<file path="config.mk">
export PLATFORM = sky130hd
export DESIGN_NAME = oled_top
export DESIGN_NICKNAME = d
export VERILOG_FILES = /design/src/design/oled_pkg.sv /design/src/design/oled_ctrl.sv /design/src/design/oled_frame_draw.sv /design/src/design/oled_init_seq.sv /design/src/design/oled_spi_tx.sv /design/src/design/oled_top.sv
export SDC_FILE = /design/constraint.sdc
export NUM_CORES = 1
export LEC_CHECK = 0
export ABC_AREA = 1
export BUFFER_PORTS_ARGS = -buffer_cell sky130_fd_sc_hd__buf_2
export CAP_MARGIN = 0
export CELL_PAD_IN_SITES_DETAIL_PLACEMENT = 0
export CELL_PAD_IN_SITES_GLOBAL_PLACEMENT = 2
export CORE_ASPECT_RATIO = 0.9
export CORE_MARGIN = 3
export CORE_UTILIZATION = 35
export DETAILED_ROUTE_END_ITERATION = 8
export PLACE_DENSITY_LB_ADDON = 0.1
export SLEW_MARGIN = 20
export SYNTH_ARGS = -nofsm -noshare
export SYNTH_HDL_FRONTEND = slang
export SYNTH_HIERARCHICAL = 1
export SYNTH_SLANG_ARGS = --single-unit
</file>
<file path="constraint.sdc">
create_clock -name clk -period 3.1 [get_ports clk]
set_input_delay 0.155 -clock clk [delete_from_list [all_inputs] [get_ports clk]]
set_output_delay 0.155 -clock clk [all_outputs]
set_load 0.1 [all_outputs]
</file>
<file path="src/design/oled_pkg.sv">
`default_nettype none

package oled_pkg;

    // One SPI byte, command or pixel data
    typedef logic [7:0] byte_t;

    // Controller phases
    typedef enum logic [1:0] {
        PH_RESET = 2'd0,
        PH_INIT  = 2'd1,
        PH_DRAW  = 2'd2
    } phase_t;

    ////////////////////////////////////////
    // Fill patterns
    ////////////////////////////////////////
    localparam logic [1:0] PAT_FILL    = 2'd0;
    localparam logic [1:0] PAT_CLEAR   = 2'd1;
    localparam logic [1:0] PAT_CHECKER = 2'd2;
    localparam logic [1:0] PAT_RAMP    = 2'd3;

    ////////////////////////////////////////
    // Power-up command table
    ////////////////////////////////////////
    localparam int INIT_LEN = 25;

    localparam byte_t INIT_CMDS [INIT_LEN] = '{
        8'hAE,          // display off
        8'hD5, 8'h80,   // clock divide
        8'hA8, 8'h3F,   // multiplex 64
        8'hD3, 8'h00,   // no offset
        8'h40,          // start line 0
        8'h8D, 8'h14,   // charge pump on
        8'h20, 8'h00,   // horizontal addressing
        8'hA1,          // segment remap
        8'hC8,          // COM scan reversed
        8'hDA, 8'h12,   // COM pins
        8'h81, 8'hCF,   // contrast
        8'hD9, 8'hF1,   // precharge
        8'hDB, 8'h40,   // VCOMH level
        8'hA4,          // follow RAM, entire-display off
        8'hA6,          // normal, not inverted
        8'hAF           // display on
    };

    // Page and column address opcodes
    localparam byte_t PAGE_CMD_BASE = 8'hB0;
    localparam byte_t COL_LO_CMD    = 8'h00;
    localparam byte_t COL_HI_CMD    = 8'h10;

endpackage

`default_nettype wire

</file>
<file path="src/design/oled_ctrl.sv">
`default_nettype none

// Phase controller and serializer source mux
module oled_ctrl #(
    parameter int RESET_CYCLES = 1000
) (
    input  wire logic            clk,
    input  wire logic            rst_n,
    input  wire logic            init_req,
    input  wire oled_pkg::byte_t init_byte,
    input  wire logic            init_dc,
    input  wire logic            init_finished,
    input  wire logic            draw_req,
    input  wire oled_pkg::byte_t draw_byte,
    input  wire logic            draw_dc,
    input  wire logic            draw_finished,
    input  wire logic            tx_done,
    output logic                 res,
    output logic                 init_start,
    output logic                 draw_start,
    output logic                 init_byte_done,
    output logic                 draw_byte_done,
    output logic                 tx_send,
    output oled_pkg::byte_t      tx_byte,
    output logic                 tx_dc
);

    localparam int TMR_W = $clog2(RESET_CYCLES + 1);

    oled_pkg::phase_t phase_r;
    logic [TMR_W-1:0] tmr_r;

    ////////////////////////////////////////
    // Phase sequencing
    ////////////////////////////////////////
    always_ff @(posedge clk or negedge rst_n) begin
        if (!rst_n) begin
            phase_r    <= oled_pkg::PH_RESET;
            tmr_r      <= '0;
            res        <= 1'b0;
            init_start <= 1'b0;
            draw_start <= 1'b0;
        end else begin
            init_start <= 1'b0;
            draw_start <= 1'b0;
            case (phase_r)
                oled_pkg::PH_RESET: begin
                    if (!res) begin
                        // Panel reset pulse
                        if (tmr_r == TMR_W'(RESET_CYCLES - 1)) begin
                            res <= 1'b1;
                        end else begin
                            tmr_r <= tmr_r + 1'b1;
                        end
                    end else begin
                        phase_r    <= oled_pkg::PH_INIT;
                        init_start <= 1'b1;
                    end
                end
                oled_pkg::PH_INIT: begin
                    if (init_finished) begin
                        phase_r    <= oled_pkg::PH_DRAW;
                        draw_start <= 1'b1;
                    end
                end
                oled_pkg::PH_DRAW: begin
                    // Redraw forever
                    if (draw_finished) begin
                        draw_start <= 1'b1;
                    end
                end
                default: phase_r <= oled_pkg::PH_RESET;
            endcase
        end
    end

    ////////////////////////////////////////
    // Serializer source
    ////////////////////////////////////////
    always_comb begin
        tx_send = 1'b0;
        tx_byte = '0;
        tx_dc   = 1'b0;
        case (phase_r)
            oled_pkg::PH_INIT: begin
                tx_send = init_req;
                tx_byte = init_byte;
                tx_dc   = init_dc;
            end
            oled_pkg::PH_DRAW: begin
                tx_send = draw_req;
                tx_byte = draw_byte;
                tx_dc   = draw_dc;
            end
            default: begin
            end
        endcase
    end

    // Completion goes back to the active source only
    assign init_byte_done = tx_done && (phase_r == oled_pkg::PH_INIT);
    assign draw_byte_done = tx_done && (phase_r == oled_pkg::PH_DRAW);

    // Idle sequencer stays quiet
    a_inactive_quiet: assert property (@(posedge clk) disable iff (!rst_n)
        !((phase_r != oled_pkg::PH_INIT && init_req) ||
          (phase_r != oled_pkg::PH_DRAW && draw_req)))
        else $error("request from inactive source");

endmodule

`default_nettype wire

</file>
<file path="src/design/oled_frame_draw.sv">
`default_nettype none

// Frame painter, page header then column data
module oled_frame_draw #(
    parameter int PAGES   = 8,
    parameter int COLUMNS = 128
) (
    input  wire logic       clk,
    input  wire logic       rst_n,
    input  wire logic       start,
    input  wire logic [1:0] pattern,
    input  wire logic       byte_done,
    output logic            req,
    output oled_pkg::byte_t byte_out,
    output logic            dc_out,
    output logic            finished
);

    localparam int PG_W  = (PAGES > 1) ? $clog2(PAGES) : 1;
    localparam int COL_W = (COLUMNS > 1) ? $clog2(COLUMNS) : 1;

    // Byte kind within a page
    localparam logic [1:0] S_PAGE   = 2'd0;
    localparam logic [1:0] S_COL_LO = 2'd1;
    localparam logic [1:0] S_COL_HI = 2'd2;
    localparam logic [1:0] S_DATA   = 2'd3;

    logic [PG_W-1:0]  page_r;
    logic [COL_W-1:0] col_r;
    logic [1:0]       step_r;
    logic [1:0]       pat_r;
    logic             active_r;
    oled_pkg::byte_t  pat_byte;

    ////////////////////////////////////////
    // Byte generation
    ////////////////////////////////////////
    always_comb begin
        pat_byte = 8'h00;
        case (pat_r)
            oled_pkg::PAT_FILL:    pat_byte = 8'hFF;
            oled_pkg::PAT_CLEAR:   pat_byte = 8'h00;
            // Odd columns get the shifted stripe
            oled_pkg::PAT_CHECKER: pat_byte = col_r[0] ? 8'h55 : 8'hAA;
            oled_pkg::PAT_RAMP:    pat_byte = oled_pkg::byte_t'(col_r);
        endcase
    end

    always_comb begin
        case (step_r)
            S_PAGE:   byte_out = oled_pkg::PAGE_CMD_BASE + oled_pkg::byte_t'(page_r);
            S_COL_LO: byte_out = oled_pkg::COL_LO_CMD;
            S_COL_HI: byte_out = oled_pkg::COL_HI_CMD;
            default:  byte_out = pat_byte;
        endcase
    end

    // Data bytes only in the column part
    assign dc_out = (step_r == S_DATA);

    ////////////////////////////////////////
    // Page and column walk
    ////////////////////////////////////////
    always_ff @(posedge clk or negedge rst_n) begin
        if (!rst_n) begin
            page_r   <= '0;
            col_r    <= '0;
            step_r   <= S_PAGE;
            pat_r    <= oled_pkg::PAT_FILL;
            active_r <= 1'b0;
            req      <= 1'b0;
            finished <= 1'b0;
        end else begin
            req      <= 1'b0;
            finished <= 1'b0;
            if (start) begin
                // One pattern per frame
                pat_r    <= pattern;
                page_r   <= '0;
                col_r    <= '0;
                step_r   <= S_PAGE;
                active_r <= 1'b1;
                req      <= 1'b1;
            end else if (active_r && byte_done) begin
                if (step_r != S_DATA) begin
                    step_r <= step_r + 2'd1;
                    req    <= 1'b1;
                end else if (col_r == COL_W'(COLUMNS - 1)) begin
                    col_r  <= '0;
                    step_r <= S_PAGE;
                    if (page_r == PG_W'(PAGES - 1)) begin
                        // Frame done
                        active_r <= 1'b0;
                        finished <= 1'b1;
                    end else begin
                        page_r <= page_r + 1'b1;
                        req    <= 1'b1;
                    end
                end else begin
                    col_r <= col_r + 1'b1;
                    req   <= 1'b1;
                end
            end
        end
    end

    // Data part opens at column 0, right after the column-high command
    a_data_part: assert property (@(posedge clk) disable iff (!rst_n)
        (req && $rose(dc_out)) |-> (col_r == '0 && $past(step_r) == S_COL_HI))
        else $error("data byte outside the column part of a page");

endmodule

`default_nettype wire

</file>
<file path="src/design/oled_init_seq.sv">
`default_nettype none

// Power-up command player
module oled_init_seq (
    input  wire logic  clk,
    input  wire logic  rst_n,
    input  wire logic  start,
    input  wire logic  byte_done,
    output logic            req,
    output oled_pkg::byte_t byte_out,
    output logic            dc_out,
    output logic            finished
);

    localparam int IDX_W = $clog2(oled_pkg::INIT_LEN);

    logic [IDX_W-1:0] idx_r;
    logic             active_r;
    logic             last_idx;

    assign last_idx = (idx_r == IDX_W'(oled_pkg::INIT_LEN - 1));

    // Table entry for the current step
    assign byte_out = oled_pkg::INIT_CMDS[idx_r];
    // Init bytes are all commands
    assign dc_out   = 1'b0;

    ////////////////////////////////////////
    // Step through the table
    ////////////////////////////////////////
    always_ff @(posedge clk or negedge rst_n) begin
        if (!rst_n) begin
            idx_r    <= '0;
            active_r <= 1'b0;
            req      <= 1'b0;
            finished <= 1'b0;
        end else begin
            // Strobes last one cycle
            req      <= 1'b0;
            finished <= 1'b0;
            if (start) begin
                idx_r    <= '0;
                active_r <= 1'b1;
                req      <= 1'b1;
            end else if (active_r && byte_done) begin
                if (last_idx) begin
                    // Last command sent
                    active_r <= 1'b0;
                    finished <= 1'b1;
                end else begin
                    idx_r <= idx_r + 1'b1;
                    req   <= 1'b1;
                end
            end
        end
    end

    ////////////////////////////////////////
    // Checks
    ////////////////////////////////////////

    // Completions only for our own requests, index stays in the table
    a_idx_range: assert property (@(posedge clk) disable iff (!rst_n)
        byte_done |-> (active_r && (idx_r < IDX_W'(oled_pkg::INIT_LEN))))
        else $error("init index past table or stray byte_done");

endmodule

`default_nettype wire

</file>
<file path="src/design/oled_spi_tx.sv">
`default_nettype none

// SPI mode 0 byte serializer, MSB first
module oled_spi_tx #(
    parameter int CLK_DIV = 4
) (
    input  wire logic            clk,
    input  wire logic            rst_n,
    input  wire logic            send,
    input  wire oled_pkg::byte_t byte_in,
    input  wire logic            dc_in,
    output logic                 busy,
    output logic                 done,
    output logic                 sck,
    output logic                 mosi,
    output logic                 cs,
    output logic                 dc
);

    // Half-period counter needs at least one bit
    localparam int HALF_W = (CLK_DIV > 1) ? $clog2(CLK_DIV) : 1;

    logic [HALF_W-1:0] half_cnt;
    logic [2:0]        bit_cnt;
    oled_pkg::byte_t   shift_r;
    logic              half_end;

    // End of the current sck half period
    assign half_end  = (half_cnt == HALF_W'(CLK_DIV - 1));

    // cs low marks a byte in flight
    assign busy = ~cs;
    assign mosi = shift_r[7];

    ////////////////////////////////////////
    // Serializer
    ////////////////////////////////////////
    always_ff @(posedge clk or negedge rst_n) begin
        if (!rst_n) begin
            half_cnt <= '0;
            bit_cnt  <= '0;
            shift_r  <= '0;
            sck      <= 1'b0;
            cs       <= 1'b1;
            dc       <= 1'b0;
            done     <= 1'b0;
        end else begin
            done <= 1'b0;
            if (cs) begin
                // Idle, wait for a byte
                if (send) begin
                    cs       <= 1'b0;
                    dc       <= dc_in;
                    shift_r  <= byte_in;
                    half_cnt <= '0;
                    bit_cnt  <= '0;
                end
            end else if (half_end) begin
                half_cnt <= '0;
                if (!sck) begin
                    // Rising edge, panel samples here
                    sck <= 1'b1;
                end else begin
                    sck <= 1'b0;
                    if (bit_cnt == 3'd7) begin
                        // Byte complete
                        cs   <= 1'b1;
                        done <= 1'b1;
                    end else begin
                        bit_cnt <= bit_cnt + 3'd1;
                        // Next bit on the falling edge
                        shift_r <= {shift_r[6:0], 1'b0};
                    end
                end
            end else begin
                half_cnt <= half_cnt + 1'b1;
            end
        end
    end

    ////////////////////////////////////////
    // Checks
    ////////////////////////////////////////

    // Controller must wait for the previous byte
    a_send_idle: assert property (@(posedge clk) disable iff (!rst_n)
        send |-> !busy)
        else $error("send while serializer busy");

    // cs low for exactly eight bit times, sixteen half periods
    a_cs_frame: assert property (@(posedge clk) disable iff (!rst_n)
        $rose(cs) |-> ($past(cs, 16 * CLK_DIV + 1) && !$past(cs, 16 * CLK_DIV)))
        else $error("cs rose before the byte completed");

endmodule

`default_nettype wire

</file>
<file path="src/design/oled_top.sv">
`default_nettype none

// OLED panel driver top
module oled_top #(
    parameter int CLK_DIV      = 4,
    parameter int RESET_CYCLES = 1000,
    parameter int PAGES        = 8,
    parameter int COLUMNS      = 128
) (
    input  wire logic       clk,
    input  wire logic       rst_n,
    input  wire logic [1:0] pattern,
    output logic            sck,
    output logic            mosi,
    output logic            cs,
    output logic            dc,
    output logic            res
);

    // Serializer side
    logic            tx_send;
    oled_pkg::byte_t tx_byte;
    logic            tx_dc;
    logic            tx_busy;
    logic            tx_done;

    // Init sequencer side
    logic            init_start;
    logic            init_req;
    oled_pkg::byte_t init_byte;
    logic            init_dc;
    logic            init_byte_done;
    logic            init_finished;

    // Frame painter side
    logic            draw_start;
    logic            draw_req;
    oled_pkg::byte_t draw_byte;
    logic            draw_dc;
    logic            draw_byte_done;
    logic            draw_finished;

    ////////////////////////////////////////
    // Controller
    ////////////////////////////////////////
    oled_ctrl #(
        .RESET_CYCLES (RESET_CYCLES)
    ) u_ctrl (
        .clk            (clk),
        .rst_n          (rst_n),
        .init_req       (init_req),
        .init_byte      (init_byte),
        .init_dc        (init_dc),
        .init_finished  (init_finished),
        .draw_req       (draw_req),
        .draw_byte      (draw_byte),
        .draw_dc        (draw_dc),
        .draw_finished  (draw_finished),
        .tx_done        (tx_done),
        .res            (res),
        .init_start     (init_start),
        .draw_start     (draw_start),
        .init_byte_done (init_byte_done),
        .draw_byte_done (draw_byte_done),
        .tx_send        (tx_send),
        .tx_byte        (tx_byte),
        .tx_dc          (tx_dc)
    );

    ////////////////////////////////////////
    // Datapath blocks
    ////////////////////////////////////////
    oled_spi_tx #(
        .CLK_DIV (CLK_DIV)
    ) u_spi_tx (
        .clk     (clk),
        .rst_n   (rst_n),
        .send    (tx_send),
        .byte_in (tx_byte),
        .dc_in   (tx_dc),
        .busy    (tx_busy),
        .done    (tx_done),
        .sck     (sck),
        .mosi    (mosi),
        .cs      (cs),
        .dc      (dc)
    );

    oled_init_seq u_init_seq (
        .clk       (clk),
        .rst_n     (rst_n),
        .start     (init_start),
        .byte_done (init_byte_done),
        .req       (init_req),
        .byte_out  (init_byte),
        .dc_out    (init_dc),
        .finished  (init_finished)
    );

    oled_frame_draw #(
        .PAGES   (PAGES),
        .COLUMNS (COLUMNS)
    ) u_frame_draw (
        .clk       (clk),
        .rst_n     (rst_n),
        .start     (draw_start),
        .pattern   (pattern),
        .byte_done (draw_byte_done),
        .req       (draw_req),
        .byte_out  (draw_byte),
        .dc_out    (draw_dc),
        .finished  (draw_finished)
    );

    // Sequencers only ask once the serializer is free again
    a_no_overrun: assert property (@(posedge clk) disable iff (!rst_n)
        (init_req || draw_req) |-> !tx_busy)
        else $error("byte request while serializer busy");

endmodule

`default_nettype wire

</file>
### Yosys cells after proc, flatten, opt, wreduce, memory -nomap -nowiden

Memory sizes are Yosys's and may differ from the RTL's.
Index checks and enable logic that the tools add are counted.

| word-level totals | value |
|---|---|
| register bits after elaboration | 57 |
| latch bits | 0 |
| bits in writable memories | 0 |
| memory bits (read-only) | 256 |
| input port bits | 4 |
| output and inout port bits | 5 |
| memories | 1 |

Memory list:

| name | depth | bits a word | read ports | clocked after Yosys merged registers in | write ports | RTL line | text |
|---|---|---|---|---|---|---|---|
| (no name shown) | 32 | 8 | 1 | 0 | 0 | oled_init_seq.sv:24 | `assign byte_out = oled_pkg::INIT_CMDS[idx_r];` |

| cells by class | value |
|---|---|
| add/subtract/negate cells | 8 |
| $mul | 0 |
| div/mod/pow operators | 0 |
| order comparisons | 1 |
| eq/ne operators | 22 |
| shift operators | 0 |
| multiplexer cells | 78 |
| bitwise logic cells | 5 |
| reductions and logical operators | 26 |

Operators by type and width:

| operator | number |
|---|---|
| two-way mux 8 bit | 8 |
| two-way mux 1 bit | 38 |
| case mux 8 bit (4 select lines) | 1 |
| two-way mux 3 bit | 10 |
| two-way mux 7 bit | 4 |
| case mux 8 bit (3 select lines) | 1 |
| two-way mux 2 bit | 9 |
| case mux 8 bit (2 select lines) | 1 |
| two-way mux 5 bit | 3 |
| nonzero test 2 bit | 7 |
| == test 2 bit, second input constant | 6 |
| AND reduction 2 bit | 6 |
| AND reduction 4 bit | 3 |
| adder 10 x 1 -> 10 bit, second input constant | 1 |
| == test 10 bit, second input constant | 1 |
| != test 2 bit, second input constant | 5 |
| adder 8 x 3 -> 8 bit, first input constant | 1 |
| adder 7 x 1 -> 7 bit, second input constant | 1 |
| == test 7 bit, second input constant | 1 |
| adder 3 x 1 -> 3 bit, second input constant | 2 |
| == test 2 x 1 -> 1 bit, second input constant | 3 |
| == test 3 bit, second input constant | 2 |
| greater-or-equal comparator 6 bit, second input constant | 1 |
| zero test 2 bit | 3 |
| other kinds (11) | 22 |

### Logic depth before layout (Yosys ltp)

Gate-level depths: netlist of the first run.

| depth | value |
|---|---|
| word-level depth | 7 |
| depth in mapped cells | 14 |
| gate-level depth less buffers | 14 |

### By module

The synthesis of the first run kept the hierarchy.

By module, submodules not included:

| module | times used | cells an instance | area each (µm²) | sequential area each (µm²) |
|---|---|---|---|---|
| oled_frame_draw | 1 | 135 | 1082.3 | 425.4 |
| oled_ctrl | 1 | 153 | 1036.0 | 375.4 |
| oled_spi_tx | 1 | 105 | 864.6 | 426.7 |
| oled_init_seq | 1 | 122 | 825.8 | 200.2 |

### Worst setup path before layout of the first run

Ideal clock, no wire load.

| timing | value |
|---|---|
| path kind | flip-flop to flip-flop |
| from | reg u_ctrl.phase_r[1] |
| to | reg u_spi_tx.bit_cnt[0] |
| arrival | 1.632 ns |
| required time | 2.982 ns |
| slack | 1.351 ns |
| cell stages (with the launch flop) | 10 |
| buffers on the path | 2 |
| clock period less this slack | 1.749 ns |
| path through | dfrtp_1 > inv_1 > ha_1 > buf_2 > nand2_1 > a21oi_1 > nand2_1 > buf_2 > nand3_1 > nand2_1 |

| on the way | value |
|---|---|
| longest elaborated chain between the ends | 4 |

Ends and longest elaborated chain:

| what | RTL line | text |
|---|---|---|
| start, declared | oled_ctrl.sv:30 | `oled_pkg::phase_t phase_r;` |
| start signal, assigned | oled_ctrl.sv:38 | `phase_r <= oled_pkg::PH_RESET;` |
| start signal, assigned | oled_ctrl.sv:56 | `phase_r <= oled_pkg::PH_INIT;` |
| start signal, assigned | oled_ctrl.sv:62 | `phase_r <= oled_pkg::PH_DRAW;` |
| == test 2 bit or == test 2 x 1 -> 1 bit (tied branches) | oled_ctrl.sv:84 | `case (phase_r)` |
| case mux 1 bit (2 select lines) (*) | oled_ctrl.sv:84 |  |
| via tx_send | oled_top.sv:21 | `logic tx_send;` |
| != test 2 bit (no source line) (*) | - |  |
| AND reduction 4 bit (no source line) (*) | - |  |
| end signal, assigned | oled_spi_tx.sv:70 | `bit_cnt <= bit_cnt + 3'd1;` |
| end, declared | oled_spi_tx.sv:24 | `logic [2:0] bit_cnt;` |

Mark *: on every way through the listed nets, which the timed path passes. The rest lies on a longest branch.
A chain may end at the register's enable or synchronous reset.

### Final worst setup path of the first run

| timing | value |
|---|---|
| from | reg u_ctrl.phase_r[1] |
| to | reg u_spi_tx.shift_r[5] |

| on the way | value |
|---|---|
| longest elaborated chain between the ends | 4 |

Ends and longest elaborated chain:

| what | RTL line | text |
|---|---|---|
| == test 2 bit or == test 2 x 1 -> 1 bit (tied branches) | oled_ctrl.sv:84 |  |
| case mux 1 bit (2 select lines) (*) | oled_ctrl.sv:84 |  |
| via tx_send | oled_top.sv:21 |  |
| != test 2 bit (no source line) (*) | - |  |
| AND reduction 4 bit (no source line) (*) | - |  |
| end signal, assigned | oled_spi_tx.sv:54 | `shift_r <= byte_in;` |
| end signal, assigned | oled_spi_tx.sv:72 | `shift_r <= {shift_r[6:0], 1'b0};` |
| end, declared | oled_spi_tx.sv:25 | `oled_pkg::byte_t shift_r;` |

Mark *: on every way through the listed nets, which the timed path passes. The rest lies on a longest branch. The select of a mux whose other input is x is not followed.

==> run_results.csv, run 1 <==
group,metric,value,unit
sta,setup_viol,0,
clocking,cts.repair.resized,0,
yosys,syn_nets,540,
placed_design,dpl-instance-area,3891,um^2
sta,rsz0062_at_grt,"false",
power_and_ir_drop,p_per_area,397.0,nW/um^2
clocking,numCtsBuffers,9,
sta,fmax,467.8,MHz
route,drc,0,
route,detail_route.iter0.violations,239,
route,vias,3138,
global_routing,overflow,0,
worst_setup_path,critPathArrivalTime,2.35,ns
clocking,root_buffer,"clkbuf_16",
sta,finalCritPeriodShare,0.6896,
clocking,clock_sinks,57,
route,routed-wl-met2,4156,um
clocking,insertion_delay,0.32,ns
floorplan,chipWidth,116.0,um
yosys,netlist_area,3809,um^2
yosys,ys_seq_area_frac,0.3748,
clocking,cts_tree,"done",
yosys,synth.distinct_cells,43,
route,wl_met3,238,um
floorplan,dieHeight,105.0,um
yosys,ys_seq_elements,57,
sta,fin_crit,2.138,ns
worst_setup_path,start_kind,"flop",
global_routing,grt_usage,0.1621,
worst_setup_path,r2r_start,"u_ctrl/phase_r[1]",
sta,whs,0.04512,ns
sta,worstMarginPinSlew,0.6379,ns
worst_setup_path,endpoint_kind,"flop",
worst_setup_path,crit_end,"u_spi_tx/shift_r[5]",
global_routing,grt_pass1_wl,15750,um
route,drt_first_pass_iters,4,
cells_and_area,area_growth,9.396,%
floorplan,core-area,10420,um^2
clocking,h-tree-depth,3,
clocking,clock_path_buffers,2,
power_and_ir_drop,p_leak,0.002104,uW
yosys,syn_inst,515,
route,drt-met1-wl,4509,um
global_routing,antenna_found_initial,0,
placed_design,routabilityCongestion,0.8214,
route,antenna_left,0,
sta,fin_tns_setup,0,ns
floorplan,start_util,0.3654,
route,top_layer_used,"met4",
worst_setup_path,reg2reg_setup_slack,0.96,ns
clocking,clk_pin_slew,0.05,ns
min_path,hold_path_class,"primary input to flop",
cells_and_area,final.fill_count,1136,
route,vias_per_cell,4.806,
floorplan,row_count,35,
floorplan,ios,9,
cells_and_area,postLayoutCellArea,4167,um^2
yosys,avgSynthCellArea,7.395,um^2
yosys,ys_warn_count,6,
floorplan,dieArea,12170,um^2
worst_setup_path,reg2reg_depth,7,
global_routing,grt_pass1_vias,3220,
cells_and_area,drive_gt1_frac,0.1202,
worst_setup_path,required,3.32,ns
worst_setup_path,worstSetupStartpoint,"u_ctrl/phase_r[1]",
sta,slew_headroom,0.5748,
status,status,"finished, final reports clean",
sta,finalHoldViolCount,0,
sta,slew_viol_final,0,
worst_setup_path,crit_fanout,13,
route,finalWirelength,8957,um
placed_design,dpl_worst_slack,0.9551,ns
sta,setup_slack,0.9622,ns
power_and_ir_drop,vdd_drop_max,190.9,uV
global_routing,grt_max_degree,42,
flow_run,maxCapViolCount,0,
worst_setup_path,timing.rr.end,"u_spi_tx/shift_r[5]",
route,routedWlPerCell,13.72,um
min_path,hold_depth,3,
cells_and_area,final_nets,545,
sta,finClkSkew,0.005994,ns
placed_design,io_buffers,8,
placed_design,dp_hpwl,6463,um
cells_and_area,n_antenna_cell,0,
worst_setup_path,critPathKind,"flop to flop",
[logic make-up (layout without fill, tap and decap cells)]
logic type      Yosys count  count (layout)  synth area share
simple gates            310             310            0.3732
buf+inv                  73              82           0.09133
compound gates           44              44           0.06997
flops                    57              57            0.3748
other cells               1               1         0.0009846
fa+ha+maj                21              21           0.06899
xor+xnor                  9               9           0.02070
[worst min path at each step]
stage                     startpoint                    end  slack [ns]
after floorplan                rst_n      u_ctrl/draw_start       -0.14
after global placement    pattern[1]  u_frame_draw/pat_r[1]        0.38
after detailed placement  pattern[0]  u_frame_draw/pat_r[0]        0.38
after CTS                      rst_n    u_init_seq/idx_r[0]        0.04
after global routing      pattern[0]  u_frame_draw/pat_r[0]        0.06
final                     pattern[0]  u_frame_draw/pat_r[0]        0.05
[registers in the layout, summed over array words and instances, names as in the netlist, 3 cells and up]
name                 count
u_init_seq/idx_r         5
u_frame_draw/page_r      3
u_ctrl/tmr_r            10
u_spi_tx/bit_cnt         3
u_spi_tx/shift_r         8
u_frame_draw/col_r       7
[power by group]
part / internal [uW] / switching [uW]
clock: 551 / 339
combinational: 3.35 / 15.7
sequential: 745 / 0
total: 1300 / 354
[layout by cell type, fill, tap and decap left out, types with 3 or more instances in the layout]
master	count
nand2_1	182
dfrtp_1	56
nand3_1	51
inv_1	48
nor2_1	32
ha_1	21
a21oi_1	19
nand4_1	11
clkbuf_16	9
nor2_2	8
buf_2	7
xor2_1	7
o21ai_0	6
nand2_2	6
o21ai_1	5
inv_2	5
clkinv_2	4
o22ai_1	4
nand3_2	4
nand2_4	3
o211ai_1	3
nor2_4	3
[cell type report]
| type | instances | area, um^2 | area share |
|---|---|---|---|
| sequential | 57 | 1428 | 0.3426 |
| clock buffer | 11 | 242.7 | 0.05826 |
| timing repair buffer | 10 | 60.06 | 0.01441 |
| multi-input combinational | 385 | 2033 | 0.4880 |
| tap | 129 | 161.4 | 0.03874 |
| inverter | 57 | 221.5 | 0.05315 |
| clock inverter | 4 | 20.02 | 0.004805 |
[worst max-delay path: stages, from the launching register on]
cell and delay [ns]:
dfrtp_1 0.37, inv_1 0.14, ha_1 0.43, nand2_1 0.09, a21oi_1 0.36, nand2_1 0.37, nand3_1 0.21, nand2_1 0.07
[synthesized netlist by cell type (all sizes together)]
library cell / number / area share
nand2: 191 / 0.20
dfrtp: 56 / 0.37
nand3: 56 / 0.082
inv: 55 / 0.056
nor2: 43 / 0.054
ha: 21 / 0.069
a21oi: 19 / 0.025
buf: 15 / 0.032
nand4: 13 / 0.027
o21ai: 13 / 0.019
xor2: 7 / 0.016
o22ai: 4 / 0.0066
nor3: 3 / 0.0053
o211ai: 3 / 0.0059
o21bai: 3 / 0.0099
clkinv: 2 / 0.0020
nand3b: 2 / 0.0039
xnor2: 2 / 0.0046
a31oi: 1 / 0.0016
and2: 1 / 0.0016
clkbuf: 1 / 0.00098
conb: 1 / 0.00098
dfstp: 1 / 0.0069
nor4: 1 / 0.0016
o31ai: 1 / 0.0020
[layer usage]
metal	vias up	track usage
met1	1446	0.2204
met2	27	0.2580
met4	0	0.03065
met5	-	0
li1	1661	-
met3	4	0.04574
[stage by stage]
stage	total power, uW	utilization	cells
finish	1654	0.3998	653
global route	1725	0.3998	653
CTS	1689	0.3986	652
detailed placement	777.9	0.3733	637
global placement	777.6	0.3733	637
floorplan	758.9	-	515
[repair_timing]
item                                   4_1_cts  5_1_grt
endpoints found under the hold margin        0       39
hold buffers                                 0        1
buffers inserted                             0        0
Power figures use the tool's default switching activity.
==> run 2, diff against run 1 <==
- ABC_AREA: 1 -> 0
- clock period: 3.1 -> 2.1 ns (I/O delays scaled with it)
==> run_results.csv, run 2 <==
group,metric,value,unit
cells_and_area,final_nets,411,
floorplan,start_util,0.3647,
yosys,netlist_area,3583,um^2
placed_design,routabilityCongestion,0.7838,
cells_and_area,top_register,"u_ctrl/tmr_r",
yosys,avgSynthCellArea,10.09,um^2
cells_and_area,final_cell_mix,"dfrtp_1 (54), buf_4 (30), nand2_1 (23), nor2b_1 (22), a21oi_1 (21)",
floorplan,chipWidth,112.7,um
route,routedWlPerCell,15.74,um
clocking,insertion_delay,0.33,ns
power_and_ir_drop,vdd_drop_max,375.7,uV
worst_setup_path,r2r_start,"u_init_seq/idx_r[0]",
route,drc,0,
sta,slew_headroom,0.4375,
clocking,cts_tree,"done",
cells_and_area,fin_util,0.4335,
yosys,synth_flop_cell,"dfrtp_1",
placed_design,dpl_worst_slack,-0.03455,ns
worst_setup_path,reg2reg_setup_slack,0.07,ns
yosys,ys_seq_area_frac,0.3984,
floorplan,core-area,9827,um^2
yosys,synth_edf_count,0,
cells_and_area,drive_gt1_frac,0.2532,
clocking,root_buffer,"clkbuf_16",
cells_and_area,postLayoutCellArea,4260,um^2
yosys,yosysTopAreaCellShare,0.3911,
global_routing,antenna_found_initial,0,
sta,finalHoldViolCount,0,
worst_setup_path,crit_fanout,6,
yosys,synth.distinct_cells,64,
route,antenna_left,0,
clocking,clock_path_buffers,2,
global_routing,grt_pass1_wl,13810,um
global_routing,grt_usage,0.1538,
route,drt_first_pass_iters,5,
power_and_ir_drop,p_per_area,611.6,nW/um^2
yosys,ys_seq_elements,57,
global_routing,grt_pass1_vias,2664,
yosys,syn_nets,380,
cells_and_area,largest_reg_flops,10,
yosys,syn_inst,355,
worst_setup_path,critPathArrivalTime,2.25,ns
global_routing,grt_max_degree,35,
flow_run,maxCapViolCount,0,
worst_setup_path,start_kind,"flop",
worst_setup_path,worstSetupStartpoint,"u_init_seq/idx_r[0]",
floorplan,dieHeight,102.0,um
power_and_ir_drop,p_leak,0.001889,uW
worst_setup_path,critPathKind,"flop to flop",
route,finalWirelength,8138,um
yosys,synth_top_area_cell,"dfrtp_1",
worst_setup_path,required,2.31,ns
sta,finalCritPeriodShare,0.9690,
placed_design,io_buffers,8,
route,detail_route.iter0.violations,121,
sta,setup_viol,0,
yosys,yosysMostFrequentCell,"dfrtp_1",
status,status,"finished, final reports clean",
yosys,ys_top_cells_by_count,"dfrtp_1 (56), nand2_1 (23), nor2b_1 (22)",
sta,fin_crit,2.035,ns
route,vias_per_cell,5.217,
clocking,cts_setup_buffers,0,
worst_setup_path,endpoint_kind,"flop",
clocking,numCtsBuffers,9,
placed_design,dpl-instance-area,3874,um^2
sta,worstMarginPinSlew,0.8438,ns
yosys,ys_async_sr_fraction,1.000,
floorplan,dieArea,11490,um^2
route,vias,2697,
yosys,synthTopCellsByArea,"dfrtp_1 (39%), ha_1 (7.3%), nor2b_1 (3.8%)",
floorplan,ios,9,
sta,finClkSkew,0.006528,ns
clocking,clk_pin_slew,0.05,ns
clocking,clock_sinks,57,
global_routing,overflow,0,
min_path,hold_path_class,"primary input to async pin",
cells_and_area,n_antenna_cell,0,
sta,setup_slack,0.06511,ns
floorplan,row_count,34,
cells_and_area,reg.largest.list,"u_ctrl/tmr_r x10, u_spi_tx/shift_r x8, u_frame_draw/col_r x7",
sta,slew_viol_final,0,
yosys,ys_warn_count,6,
clocking,h-tree-depth,3,
sta,rsz0062_at_grt,"true",
placed_design,dp_hpwl,5916,um
worst_setup_path,reg2reg_depth,9,
sta,whs,0.4237,ns
sta,fmax,491.4,MHz
cells_and_area,final_common_cell,"dfrtp_1",
cells_and_area,area_growth,18.89,%
-- run 2: kinds of logic after synthesis --
family	share of synthesized area
AND/OR/NAND/NOR	0.2022
adder cells (fa/ha/maj)	0.07332
AO/OA/AOI/OAI	0.1627
other	0.001046
buffers and inverters	0.05307
multiplexers	0.08240
flip-flops	0.3984
XOR/XNOR	0.02688
-- run 2: final cells by class --
type | instances | area, um^2
Sequential cell | 57 | 1430
Clock inverter | 3 | 40.04
Fill cell | 935 | 5567
Inverter | 15 | 56.30
Tap cell | 126 | 157.7
Timing Repair Buffer | 41 | 295.3
Multi-Input combinational cell | 262 | 2021
Clock buffer | 13 | 260.3
-- run 2: path summary, 6_finish.rpt --
kind,to
worst max-delay path,u_spi_tx/shift_r[3]
worst min-delay path,u_init_seq/idx_r[2]
worst max register to register,u_spi_tx/shift_r[3]
worst min register to register,u_ctrl/tmr_r[9]
max in group asynchronous,u_ctrl/tmr_r[9]
min in group clk,u_ctrl/tmr_r[9]
-- run 2: per-layer routing --
layer,part of all wire,track usage
met2,0.45,0.2300
met3,0.041,0.03967
met1,0.50,0.2181
met4,0.011,0.04991
met5,0,0
-- run 2: critical path: stages, from the launching register on --
cell	delay [ns]
dfrtp_2	0.45
inv_2	0.09
ha_4	0.21
nand2_1	0.08
o21ai_0	0.08
o32a_1	0.31
a22oi_2	0.12
nor2b_1	0.06
mux2_2	0.25
mux2_4	0.25
-- run 2: timing repair --
action                                 in CTS  in global routing
hold buffers                                3                  0
gates resized for setup                     3                 10
setup endpoints to repair                   3                  9
endpoints found under the hold margin      32                  0
-- run 2: through the flow --
stage / TNS [ns] / total power (uW) / std cells
global route: -0.04397 / 2699 / 517
global placement: -0.007933 / 1150 / 498
finish: 0 / 2606 / 517
floorplan: 0 / 1120 / 355
detailed placement: -0.07140 / 1151 / 498
CTS: 0 / 2657 / 517
-- run 2: power by group --
group / switching [uW] / leakage (uW) / internal (uW)
Sequential: 0 / 0.000761 / 1100
Combinational: 24.7 / 0.000979 / 9.21
Clock: 494 / 0.000150 / 978
Total: 518 / 0.00189 / 2090
